[src/logic/cpu_macros.svh]
`ifndef CPU_MACROS_SVH
`define CPU_MACROS_SVH

`define BOOT_ADDR   32'hffc0_0000

// addressing modes, IR bits 31:29
`define MODE_REG    3'h3
`define MODE_INH    3'h4
`define MODE_IMM2   3'h5
`define MODE_DIR    3'h6
`define MODE_IMM3A  3'h7

`define ALU_AND     4'd0
`define ALU_OR      4'd1
`define ALU_ADD     4'd2
`define ALU_SUB     4'd3
`define ALU_XOR     4'd4

// inherent ops, high nibble of op byte
`define OP_NOP      4'h0
`define OP_CMP      4'h4
`define OP_INC      4'h6
`define OP_DEC      4'h8
`define OP_MOV      4'he

`define BR_BRA      5'd0
`define BR_BEQ      5'd1
`define BR_BNE      5'd2
`define BR_BGEU     5'd8
`define BR_BLTU     5'd9

`define OP_STDL     8'h00
`define OP_LDDL     8'h01

`endif

[src/logic/cpu_pkg.sv]
`include "cpu_macros.svh"

package cpu_pkg;

  typedef logic [31:0] word_t;
  typedef logic [15:0] half_t;
  typedef logic [4:0]  reg_addr_t;
  typedef logic [3:0]  alu_func_t;

  // {carry, negative, overflow, zero}
  typedef logic [3:0]  flags_t;

  typedef enum logic [2:0] {
    FETCH,
    FETCH_WAIT,
    EVAL1,
    EVAL2,
    EVAL3,
    MEM_WAIT,
    LOAD_WB,
    FAULT
  } ctrl_state_t;

endpackage

[src/logic/mem_req_if.sv]
`timescale 1ns/1ps

interface mem_req_if import cpu_pkg::*; ();

  logic  req;      // one-cycle request strobe
  logic  is_long;  // two halves, high first
  logic  write;
  word_t addr;
  word_t wdata;
  word_t rdata;
  logic  done;

  modport ctrl (
    output req,
    output is_long,
    output write,
    output addr,
    output wdata,
    input  rdata,
    input  done
  );

  modport bus (
    input  req,
    input  is_long,
    input  write,
    input  addr,
    input  wdata,
    output rdata,
    output done
  );

endinterface

[src/logic/bus_unit.sv]
`timescale 1ns/1ps

module bus_unit import cpu_pkg::*; (
  input  logic       csi_clk,
  input  logic       rsi_reset_n,
  mem_req_if.bus     req,
  input  logic       avm_m0_waitrequest,
  input  half_t      avm_m0_readdata,
  output word_t      avm_m0_address,
  output logic       avm_m0_read,
  output logic       avm_m0_write,
  output half_t      avm_m0_writedata,
  output logic [1:0] avm_m0_byteenable
);

  typedef enum logic [1:0] {
    BU_IDLE,
    BU_HIGH,
    BU_LOW,
    BU_GAP
  } bu_state_t;

  bu_state_t state;
  logic      half_sel; // 1 selects the low half at addr+2
  logic      accept;

  assign accept = (avm_m0_read | avm_m0_write) & ~avm_m0_waitrequest;

  assign avm_m0_address    = half_sel ? req.addr + 32'd2 : req.addr;
  assign avm_m0_writedata  = (half_sel | ~req.is_long) ? req.wdata[15:0] : req.wdata[31:16];
  assign avm_m0_byteenable = 2'b11; // word access only

  always_ff @(posedge csi_clk or negedge rsi_reset_n) begin
    if (!rsi_reset_n) begin
      state        <= BU_IDLE;
      half_sel     <= 1'b0;
      avm_m0_read  <= 1'b0;
      avm_m0_write <= 1'b0;
      req.done     <= 1'b0;
    end else begin
      req.done <= 1'b0;
      case (state)
        BU_IDLE: begin
          if (req.req) begin
            half_sel     <= 1'b0;
            avm_m0_read  <= ~req.write;
            avm_m0_write <= req.write;
            state        <= BU_HIGH;
          end
        end
        BU_HIGH: begin
          if (accept) begin
            avm_m0_read  <= 1'b0;
            avm_m0_write <= 1'b0;
            if (req.is_long) begin
              half_sel <= 1'b1;
              state    <= BU_GAP;
            end else begin
              req.done <= 1'b1;
              state    <= BU_IDLE;
            end
          end
        end
        BU_GAP: begin // strobes low for one cycle between halves
          avm_m0_read  <= ~req.write;
          avm_m0_write <= req.write;
          state        <= BU_LOW;
        end
        BU_LOW: begin
          if (accept) begin
            avm_m0_read  <= 1'b0;
            avm_m0_write <= 1'b0;
            req.done     <= 1'b1;
            state        <= BU_IDLE;
          end
        end
        default: state <= BU_IDLE;
      endcase
    end
  end

  // read data assembly, big-endian
  always_ff @(posedge csi_clk) begin
    if (accept && avm_m0_read) begin
      if (!req.is_long) begin
        req.rdata <= {16'h0000, avm_m0_readdata};
      end else if (!half_sel) begin
        req.rdata[31:16] <= avm_m0_readdata;
      end else begin
        req.rdata[15:0] <= avm_m0_readdata;
      end
    end
  end

endmodule

[src/logic/alu.sv]
`timescale 1ns/1ps
`include "cpu_macros.svh"

module alu import cpu_pkg::*; (
  input  alu_func_t func,
  input  word_t     in1,
  input  word_t     in2,
  output word_t     result,
  output flags_t    flags
);

  logic [32:0] sum;
  logic        carry;
  logic        overflow;

  always_comb begin
    sum      = '0;
    carry    = 1'b0;
    overflow = 1'b0;
    case (func)
      `ALU_AND: result = in1 & in2;
      `ALU_OR:  result = in1 | in2;
      `ALU_XOR: result = in1 ^ in2;
      `ALU_ADD: begin
        sum      = {1'b0, in1} + {1'b0, in2};
        result   = sum[31:0];
        carry    = sum[32];
        overflow = (in1[31] == in2[31]) && (sum[31] != in1[31]);
      end
      `ALU_SUB: begin
        sum      = {1'b0, in1} - {1'b0, in2};
        result   = sum[31:0];
        carry    = sum[32]; // borrow
        overflow = (in1[31] != in2[31]) && (sum[31] != in1[31]);
      end
      default: result = '0;
    endcase
  end

  assign flags = {carry, result[31], overflow, result == 32'd0};

endmodule

[src/logic/register_file.sv]
`timescale 1ns/1ps

module register_file import cpu_pkg::*; (
  input  logic      csi_clk,
  input  logic      rsi_reset_n,
  input  reg_addr_t rd_addr1,
  input  reg_addr_t rd_addr2,
  output word_t     rd_data1,
  output word_t     rd_data2,
  input  logic      wr_en,
  input  reg_addr_t wr_addr,
  input  word_t     wr_data
);

  word_t regs [32];

  always_ff @(posedge csi_clk or negedge rsi_reset_n) begin
    if (!rsi_reset_n) begin
      for (int i = 0; i < 32; i++) begin
        regs[i] <= '0;
      end
    end else if (wr_en) begin
      regs[wr_addr] <= wr_data;
    end
  end

  assign rd_data1 = regs[rd_addr1];
  assign rd_data2 = regs[rd_addr2];

endmodule

[src/logic/cpu_control.sv]
`timescale 1ns/1ps
`include "cpu_macros.svh"

module cpu_control import cpu_pkg::*; (
  input  logic      csi_clk,
  input  logic      rsi_reset_n,
  mem_req_if.ctrl   mem,
  output reg_addr_t rd_addr1,
  output reg_addr_t rd_addr2,
  input  word_t     rd_data1,
  input  word_t     rd_data2,
  output logic      wr_en,
  output reg_addr_t wr_addr,
  output word_t     wr_data,
  output alu_func_t alu_func,
  output word_t     alu_in1,
  output word_t     alu_in2,
  input  word_t     alu_result,
  input  flags_t    alu_flags
);

  ctrl_state_t state;
  word_t       pc;
  word_t       ir;
  word_t       mar;
  word_t       mdr;
  flags_t      ccr;
  logic [1:0]  word_idx; // instruction word being fetched
  logic [2:0]  ir_mode;
  logic [7:0]  ir_op;
  reg_addr_t   ir_ra;
  reg_addr_t   ir_rb;
  reg_addr_t   ir_rc;
  logic        alu_op_ok;
  logic        is_ldi;
  logic        is_dir_mem;
  logic        br_valid;
  logic        br_taken;

  assign ir_mode = ir[31:29];
  assign ir_ra   = ir[20:16];
  assign ir_rb   = ir[25:21];
  assign ir_rc   = ir[4:0];
  // inherent ops keep only bits 28:26, rB shares the rest
  assign ir_op   = ir[31] ? ((ir[30:29] == 2'b00) ? {ir[28:26], 5'b00000} : ir[28:21])
                          : {ir[28:26], ir[15:11]};

  assign alu_op_ok  = !ir_op[5] && (ir_op[3:0] <= `ALU_XOR);
  assign is_ldi     = (ir_mode == `MODE_IMM3A) && (ir_op == 8'h00);
  assign is_dir_mem = (ir_mode == `MODE_DIR) && (ir_op == `OP_STDL || ir_op == `OP_LDDL);

  always_comb begin
    br_valid = 1'b1;
    case (ir_op[4:0])
      `BR_BRA:  br_taken = 1'b1;
      `BR_BEQ:  br_taken = ccr[0];
      `BR_BNE:  br_taken = ~ccr[0];
      `BR_BLTU: br_taken = ccr[3];
      `BR_BGEU: br_taken = ~ccr[3];
      default: begin
        br_valid = 1'b0;
        br_taken = 1'b0;
      end
    endcase
  end

  // register file and ALU steering
  always_comb begin
    rd_addr1 = ir_ra;
    rd_addr2 = ir_rb;
    wr_en    = 1'b0;
    wr_addr  = ir_ra;
    wr_data  = alu_result;
    alu_func = `ALU_ADD;
    alu_in1  = rd_data1;
    alu_in2  = rd_data2;
    case (state)
      EVAL1: begin
        if (ir_mode == `MODE_INH) begin
          case (ir_op[7:4])
            `OP_CMP: alu_func = `ALU_SUB;
            `OP_INC: begin
              alu_in2 = 32'd1;
              wr_en   = 1'b1;
            end
            `OP_DEC: begin
              alu_func = `ALU_SUB;
              alu_in2  = 32'd1;
              wr_en    = 1'b1;
            end
            `OP_MOV: begin
              wr_data = rd_data2;
              wr_en   = 1'b1;
            end
            default: wr_en = 1'b0;
          endcase
        end
      end
      EVAL2: begin
        if (ir_mode == `MODE_REG && alu_op_ok) begin
          rd_addr1 = ir_rb;
          rd_addr2 = ir_rc;
          alu_func = ir_op[3:0];
          wr_en    = 1'b1;
        end
      end
      EVAL3: begin
        if (is_ldi) begin
          wr_data = mdr;
          wr_en   = 1'b1;
        end
      end
      LOAD_WB: begin
        wr_data = mdr;
        wr_en   = 1'b1;
      end
      default: wr_en = 1'b0;
    endcase
  end

  always_ff @(posedge csi_clk or negedge rsi_reset_n) begin
    if (!rsi_reset_n) begin
      state       <= FETCH;
      pc          <= `BOOT_ADDR;
      ir          <= '0;
      mar         <= '0;
      mdr         <= '0;
      ccr         <= '0;
      word_idx    <= 2'd0;
      mem.req     <= 1'b0;
      mem.is_long <= 1'b0;
      mem.write   <= 1'b0;
      mem.addr    <= '0;
      mem.wdata   <= '0;
    end else begin
      mem.req <= 1'b0;
      case (state)
        FETCH: begin
          mem.req     <= 1'b1;
          mem.is_long <= 1'b0;
          mem.write   <= 1'b0;
          mem.addr    <= pc;
          state       <= FETCH_WAIT;
        end
        FETCH_WAIT: begin
          if (mem.done) begin
            pc <= pc + 32'd2;
            case (word_idx)
              2'd0: begin
                ir    <= {mem.rdata[15:0], 16'h0000};
                state <= EVAL1;
              end
              2'd1: begin
                case (ir_mode)
                  `MODE_IMM2:  mar <= {{16{mem.rdata[15]}}, mem.rdata[15:0]};
                  `MODE_DIR:   mar <= {16'h0000, mem.rdata[15:0]};
                  `MODE_IMM3A: mdr <= {16'h0000, mem.rdata[15:0]};
                  default:     ir[15:0] <= mem.rdata[15:0];
                endcase
                state <= EVAL2;
              end
              default: begin
                if (ir_mode == `MODE_DIR) begin
                  mar <= {mar[15:0], mem.rdata[15:0]};
                end else begin
                  mdr <= {mdr[15:0], mem.rdata[15:0]};
                end
                state <= EVAL3;
              end
            endcase
          end
        end
        EVAL1: begin
          word_idx <= 2'd0;
          state    <= FETCH;
          if (ir_mode == `MODE_INH) begin
            case (ir_op[7:4])
              `OP_CMP: ccr <= alu_flags;
              `OP_NOP, `OP_INC, `OP_DEC, `OP_MOV: state <= FETCH;
              default: state <= FAULT;
            endcase
          end else if (ir_mode == `MODE_REG || ir_mode == `MODE_IMM2 ||
                       ir_mode == `MODE_DIR || ir_mode == `MODE_IMM3A) begin
            word_idx <= 2'd1;
          end else begin
            state <= FAULT;
          end
        end
        EVAL2: begin
          word_idx <= 2'd0;
          state    <= FETCH;
          case (ir_mode)
            `MODE_REG: begin
              if (!alu_op_ok) state <= FAULT;
            end
            `MODE_IMM2: begin
              if (!br_valid) begin
                state <= FAULT;
              end else if (br_taken) begin
                pc <= pc + mar; // offset from the word after the branch
              end
            end
            `MODE_DIR, `MODE_IMM3A: word_idx <= 2'd2;
            default: state <= FAULT;
          endcase
        end
        EVAL3: begin
          word_idx <= 2'd0;
          state    <= FETCH;
          if (is_dir_mem) begin
            mem.req     <= 1'b1;
            mem.is_long <= 1'b1;
            mem.write   <= (ir_op == `OP_STDL);
            mem.addr    <= mar;
            mem.wdata   <= rd_data1; // rA
            state       <= MEM_WAIT;
          end else if (!is_ldi) begin
            state <= FAULT;
          end
        end
        MEM_WAIT: begin
          if (mem.done) begin
            if (mem.write) begin
              state <= FETCH;
            end else begin
              mdr   <= mem.rdata;
              state <= LOAD_WB;
            end
          end
        end
        LOAD_WB: state <= FETCH;
        default: state <= FAULT; // halted
      endcase
    end
  end

endmodule

[src/logic/cpu_core.sv]
`timescale 1ns/1ps

module cpu_core import cpu_pkg::*; (
  input  logic       csi_clk,
  input  logic       rsi_reset_n,
  input  logic       avm_m0_waitrequest,
  input  half_t      avm_m0_readdata,
  output word_t      avm_m0_address,
  output logic       avm_m0_read,
  output logic       avm_m0_write,
  output half_t      avm_m0_writedata,
  output logic [1:0] avm_m0_byteenable
);

  mem_req_if mem_bus ();

  reg_addr_t rd_addr1;
  reg_addr_t rd_addr2;
  word_t     rd_data1;
  word_t     rd_data2;
  logic      wr_en;
  reg_addr_t wr_addr;
  word_t     wr_data;
  alu_func_t alu_func;
  word_t     alu_in1;
  word_t     alu_in2;
  word_t     alu_result;
  flags_t    alu_flags;

  cpu_control u_control (
    .csi_clk     (csi_clk),
    .rsi_reset_n (rsi_reset_n),
    .mem         (mem_bus.ctrl),
    .rd_addr1    (rd_addr1),
    .rd_addr2    (rd_addr2),
    .rd_data1    (rd_data1),
    .rd_data2    (rd_data2),
    .wr_en       (wr_en),
    .wr_addr     (wr_addr),
    .wr_data     (wr_data),
    .alu_func    (alu_func),
    .alu_in1     (alu_in1),
    .alu_in2     (alu_in2),
    .alu_result  (alu_result),
    .alu_flags   (alu_flags)
  );

  bus_unit u_bus (
    .csi_clk            (csi_clk),
    .rsi_reset_n        (rsi_reset_n),
    .req                (mem_bus.bus),
    .avm_m0_waitrequest (avm_m0_waitrequest),
    .avm_m0_readdata    (avm_m0_readdata),
    .avm_m0_address     (avm_m0_address),
    .avm_m0_read        (avm_m0_read),
    .avm_m0_write       (avm_m0_write),
    .avm_m0_writedata   (avm_m0_writedata),
    .avm_m0_byteenable  (avm_m0_byteenable)
  );

  register_file u_regs (
    .csi_clk     (csi_clk),
    .rsi_reset_n (rsi_reset_n),
    .rd_addr1    (rd_addr1),
    .rd_addr2    (rd_addr2),
    .rd_data1    (rd_data1),
    .rd_data2    (rd_data2),
    .wr_en       (wr_en),
    .wr_addr     (wr_addr),
    .wr_data     (wr_data)
  );

  alu u_alu (
    .func   (alu_func),
    .in1    (alu_in1),
    .in2    (alu_in2),
    .result (alu_result),
    .flags  (alu_flags)
  );

endmodule

[config.mk]
export PLATFORM = sky130hd
export DESIGN_NAME = cpu_core
export DESIGN_NICKNAME = d
export VERILOG_FILES = /design/src/logic/cpu_pkg.sv /design/src/logic/mem_req_if.sv /design/src/logic/bus_unit.sv /design/src/logic/alu.sv /design/src/logic/register_file.sv /design/src/logic/cpu_control.sv /design/src/logic/cpu_core.sv
export VERILOG_INCLUDE_DIRS = /design/src /design/src/logic
export SDC_FILE = /design/constraint.sdc
export NUM_CORES = 2
export LEC_CHECK = 0
export BUFFER_PORTS_ARGS = -buffer_cell sky130_fd_sc_hd__buf_2
export CORE_MARGIN = 2
export CORE_UTILIZATION = 50
export DETAILED_ROUTE_END_ITERATION = 10
export PLACE_DENSITY_LB_ADDON = 0.12
export SETUP_SLACK_MARGIN = 0.02
export SLEW_MARGIN = 20
export SYNTH_ARGS = -nofsm -noshare
export SYNTH_HDL_FRONTEND = slang
export SYNTH_SLANG_ARGS = --single-unit
[constraint.sdc]
create_clock -name csi_clk -period 10.4 [get_ports csi_clk]
set_clock_uncertainty 0.15 [all_clocks]
set_input_delay 2.08 -clock csi_clk [delete_from_list [all_inputs] [get_ports csi_clk]]
set_output_delay 2.08 -clock csi_clk [all_outputs]
set_load 0.01 [all_outputs]
==> metrics.log <==
[metrics] Finish-stage setup viols: 0
[metrics] crit end category: register
[metrics] Area growth, synth to finish: 10.34%
[metrics] portion of the post-synthesis area used by sequential elements: 44.22%
[metrics] clock latency on the worst-skew pair: a little over 800 ps
[metrics] sink count of the clock tree: about 1300
[metrics] headroom to the max-slew limit: 21.16%
[metrics] quantity of gates resized following cts: 0
[metrics] area of the mapped netlist: about 0.072 mm2
[metrics] post-place setup slack: approximately 730 ps
[metrics] total core area: roughly 0.14 mm2
[metrics] number of global-route vias before repair: ~57000
[metrics] area enclosed by the die boundary: about 0.15 mm2
[metrics] Hold Crit Class: register to register
[metrics] Critical Path RT: 11000 ps
[metrics] measured slew at the worst slew-check pin: approximately 1200 ps
[metrics] final sum of negative setup slack: 0 ps
[metrics] routed wire length: 254000 um
[metrics] fraction of registers with async set/reset: just under 100%
[metrics] Synth cell types: 97
[metrics] maximum number of pins on one net before global-route repair: 190
[metrics] CTS H-tree depth: 4
[metrics] initial detailed-routing violation count: about 6600
[metrics] number of DRC violations after detailed routing: 0
[metrics] top achievable clock speed: between 90 and 100 MHz
[metrics] Finished Core Util: between 50% and 60%
[metrics] Global Route Usage Sum: about a third
[metrics] number of I/O port buffers: 68
[metrics] placement row count: 138
[metrics] post-detailed-placement half-perimeter wirelength: 157300 um
[metrics] wire length per cell: ~28 um
[metrics] number of setup buffers added after CTS: 0
[metrics] flop2flop setup slack: about 370 ps
[metrics] worst-case clock buffer depth: 3
[metrics] Worst Path Arrival: between 10000 and 15000 ps
[metrics] total power divided by cell area: about 400 mW/mm2
[metrics] nature of the critical path startpoint: register
[metrics] number of enable-type register cells in the synthesized netlist: 32
[metrics] result of the run: completed
[metrics] Synth warnings: 0
[metrics] Starting Density: roughly half
[metrics] DRT antenna net count: 0
[metrics] WS Path Type: register to register
[metrics] unrepaired setup endpoints after global routing: false
[metrics] antenna violations before repair: 3
[metrics] height of the die: approximately 380 um
[metrics] highest metal layer with signal wires: met5
[metrics] Final Cycle Share: 96.40%
[metrics] number of hold-repair buffers added at the cts stage: 0
[metrics] met2 layer wire length in the routed design: about 110000 um
[metrics] biggest fanout along the worst timing path: 20
[metrics] IR drop worst, VDD: 0.0004407 V
[metrics] max-capacitance violation count: 0
[metrics] final layout net count: roughly 7000
[metrics] min Tclk post-route: between 10000 and 15000 ps
[metrics] final slew viol count: 0
[metrics] clock-pin slew reported for the worst setup and hold paths after clock tree synthesis: approximately 60 ps
[metrics] Die X-Extent: 382.4 um
[metrics] wire length of the first global-routing pass: 380100 um
[metrics] average cell area after synthesis: between 9 and 10 um2
[metrics] post-synthesis sequential element count: 1258
[metrics] router iterations before antenna repair: 6
[metrics] wire length on met3: ~25000 um
[metrics] total gr overflow: 0
[metrics] Mapped Cells: roughly 7300
[metrics] Top FF cell, synth: sky130_fd_sc_hd__dfrtp_1
[metrics] detail-routed via count per cell: about 6.6
[metrics] crit path setup slack, layout: about 370 ps
[metrics] buffer cell driving the clock tree root: sky130_fd_sc_hd__clkbuf_16
[metrics] Final Hold Fails: 0
[metrics] clock buffer count from CTS: ~140
[metrics] post-route met1 wirelength: ~110000 um
[metrics] clock tree from TritonCTS: built
[metrics] layout cell share with drive strength beyond 1: between 10% and 20%
[metrics] total number of vias: between 50000 and 60000
[metrics] Placer Congestion: between 0.9 and 1
[metrics] total leakage power: between 30 and 40 nW
[metrics] io pins: 71
==> critical path, stage by stage, from the launching register on <==
cell	delay, ps
sky130_fd_sc_hd__dfrtp_1	650
sky130_fd_sc_hd__nand3b_1	260
sky130_fd_sc_hd__or3_1	500
sky130_fd_sc_hd__a21oi_4	520
sky130_fd_sc_hd__buf_4	390
sky130_fd_sc_hd__mux2_2	630
sky130_fd_sc_hd__buf_4	490
sky130_fd_sc_hd__nand2_1	90
sky130_fd_sc_hd__and3_1	190
sky130_fd_sc_hd__a311oi_1	260
sky130_fd_sc_hd__a311oi_1	100
sky130_fd_sc_hd__o31ai_1	950
sky130_fd_sc_hd__nor2b_1	270
sky130_fd_sc_hd__inv_1	80
sky130_fd_sc_hd__ha_1	570
sky130_fd_sc_hd__nor2b_1	160
sky130_fd_sc_hd__or2_2	300
sky130_fd_sc_hd__a311oi_1	640
sky130_fd_sc_hd__a21oi_1	230
sky130_fd_sc_hd__a41oi_1	300
sky130_fd_sc_hd__nor4b_1	930
sky130_fd_sc_hd__o211ai_1	300
sky130_fd_sc_hd__or4_1	520
sky130_fd_sc_hd__nor4_1	310
sky130_fd_sc_hd__a21o_1	120
==> cell families after synthesis <==
kind of cell / Yosys count / synth area share [%]
DFF: 1258 / 44.22
other: 1 / 0.005239
buffers and inverters: 770 / 4.539
xor gates and xnor gates: 58 / 0.7096
AOI/OAI and AO/OA: 1924 / 15.62
adders and majority gates: 138 / 2.444
muxes: 642 / 17.59
and+or+nand+nor: 2508 / 14.88
==> where the power goes <==
group	internal (mW)	switching [mW]	total, mW
sequential	6.72	1.68	8.40
clock	3.15	2.17	5.32
combinational	6.27	11.4	17.7
==> metal layers <==
layer  GRT usage [%]  up-vias
met5               0        -
met4           13.98        4
met3           8.180      589
met2           52.13     3038
met1           49.28    30035
li1                -    25749
==> Yosys cell counts, types with 20 or more instances <==
| master | count | area, um2 |
|---|---|---|
| sky130_fd_sc_hd__nand2b_1 | 23 | 143.9 |
| sky130_fd_sc_hd__mux2_2 | 105 | 1182 |
| sky130_fd_sc_hd__buf_1 | 24 | 90.09 |
| sky130_fd_sc_hd__buf_4 | 24 | 180.2 |
| sky130_fd_sc_hd__a31oi_1 | 83 | 519.3 |
| sky130_fd_sc_hd__and3_1 | 70 | 437.9 |
| sky130_fd_sc_hd__mux4_2 | 482 | 10860 |
| sky130_fd_sc_hd__a221oi_2 | 20 | 300.3 |
| sky130_fd_sc_hd__o21ai_0 | 399 | 1997 |
| sky130_fd_sc_hd__nor2_1 | 950 | 3566 |
| sky130_fd_sc_hd__ha_1 | 135 | 1689 |
| sky130_fd_sc_hd__xnor2_1 | 43 | 376.6 |
| sky130_fd_sc_hd__nand3_1 | 178 | 890.9 |
| sky130_fd_sc_hd__o21ai_1 | 91 | 455.4 |
| sky130_fd_sc_hd__a21oi_1 | 941 | 4710 |
| sky130_fd_sc_hd__a211oi_1 | 97 | 728.2 |
| sky130_fd_sc_hd__clkbuf_1 | 435 | 1633 |
| sky130_fd_sc_hd__and2_1 | 96 | 600.6 |
| sky130_fd_sc_hd__a311oi_1 | 72 | 630.6 |
| sky130_fd_sc_hd__edfxtp_1 | 32 | 960.9 |
| sky130_fd_sc_hd__nor3_1 | 50 | 250.2 |
| sky130_fd_sc_hd__dfrtp_1 | 1216 | 30430 |
| sky130_fd_sc_hd__mux2i_1 | 55 | 550.5 |
| sky130_fd_sc_hd__o211ai_1 | 29 | 217.7 |
| sky130_fd_sc_hd__inv_1 | 122 | 457.9 |
| sky130_fd_sc_hd__buf_2 | 154 | 770.7 |
| sky130_fd_sc_hd__nand2_1 | 1002 | 3761 |
==> through the flow <==
stage | hold slack [ps] | area, um2 | total power [mW] | cells
4_1_cts | 329.1 | 78910 | 31.10 | 9059
3_5_place_dp | 315.1 | 74000 | 25.74 | 8798
2_1_floorplan | 294.4 | 71590 | 19.88 | 7300
6_report | 323.0 | 78980 | 31.43 | 9063
5_1_grt | 343.2 | 78980 | 33.17 | 9062
3_3_place_gp | 306.2 | 73940 | 25.46 | 8794
==> placed cells by master, fill, tap and decap left out, types with 44 or more instances in the layout <==
cell and n:
sky130_fd_sc_hd__a211oi_1 96, sky130_fd_sc_hd__a21oi_1 939, sky130_fd_sc_hd__a311oi_1 72, sky130_fd_sc_hd__a31oi_1 83
sky130_fd_sc_hd__and2_1 95, sky130_fd_sc_hd__and3_1 70, sky130_fd_sc_hd__buf_2 68, sky130_fd_sc_hd__buf_4 159
sky130_fd_sc_hd__clkbuf_16 147, sky130_fd_sc_hd__dfrtp_1 1216, sky130_fd_sc_hd__ha_1 135, sky130_fd_sc_hd__inv_1 122
sky130_fd_sc_hd__mux2_2 101, sky130_fd_sc_hd__mux2i_1 45, sky130_fd_sc_hd__mux4_2 482, sky130_fd_sc_hd__nand2_1 1001
sky130_fd_sc_hd__nand3_1 174, sky130_fd_sc_hd__nor2_1 927, sky130_fd_sc_hd__nor3_1 44, sky130_fd_sc_hd__o21ai_0 398
sky130_fd_sc_hd__o21ai_1 90
==> area by class of cell <==
cell class / instances / area [um2]
Fill cell: 12401 / 62770
Multi-Input combinational cell: 5272 / 37450
Sequential cell: 1258 / 31650
Clock buffer: 215 / 4234
Tap cell: 1890 / 2365
Timing Repair Buffer: 258 / 2146
Clock inverter: 46 / 678.2
Inverter: 122 / 457.9
Antenna cell: 2 / 5.005
==> state kept, by name (all words and copies together) (netlist names) <==
register / cells
u_bus.avm_m0_read: 1
u_bus.avm_m0_write: 1
u_bus.half_sel: 1
u_bus.req.done: 1
u_bus.req.rdata: 32
u_bus.state: 2
u_control.ccr: 2
u_control.ir: 26
u_control.mar: 32
u_control.mdr: 32
u_control.mem.addr: 32
u_control.mem.is_long: 1
u_control.mem.req: 1
u_control.mem.wdata: 32
u_control.mem.write: 1
u_control.pc: 32
u_control.state: 3
u_control.word_idx: 2
u_regs.regs: 1024
==> path summary, 6_finish.rpt <==
kind / depth (start not counted) / end / from
min reg2reg: 2 / u_control.mem.wdata[23]$_DFFE_PN0P_ / u_control.mem.wdata[23]$_DFFE_PN0P_
min: 2 / u_control.mem.wdata[23]$_DFFE_PN0P_ / u_control.mem.wdata[23]$_DFFE_PN0P_
max in group asynchronous: 3 / u_regs.regs[77]$_DFFE_PN0P_ / rsi_reset_n
min in group asynchronous: 1 / u_regs.regs[537]$_DFFE_PN0P_ / rsi_reset_n
max: 24 / u_control.ccr[0]$_DFFE_PN0P_ / u_control.state[1]$_DFFE_PN0P_
max reg2reg: 24 / u_control.ccr[0]$_DFFE_PN0P_ / u_control.state[1]$_DFFE_PN0P_
Note: power is estimated with default switching activity, not from simulation.
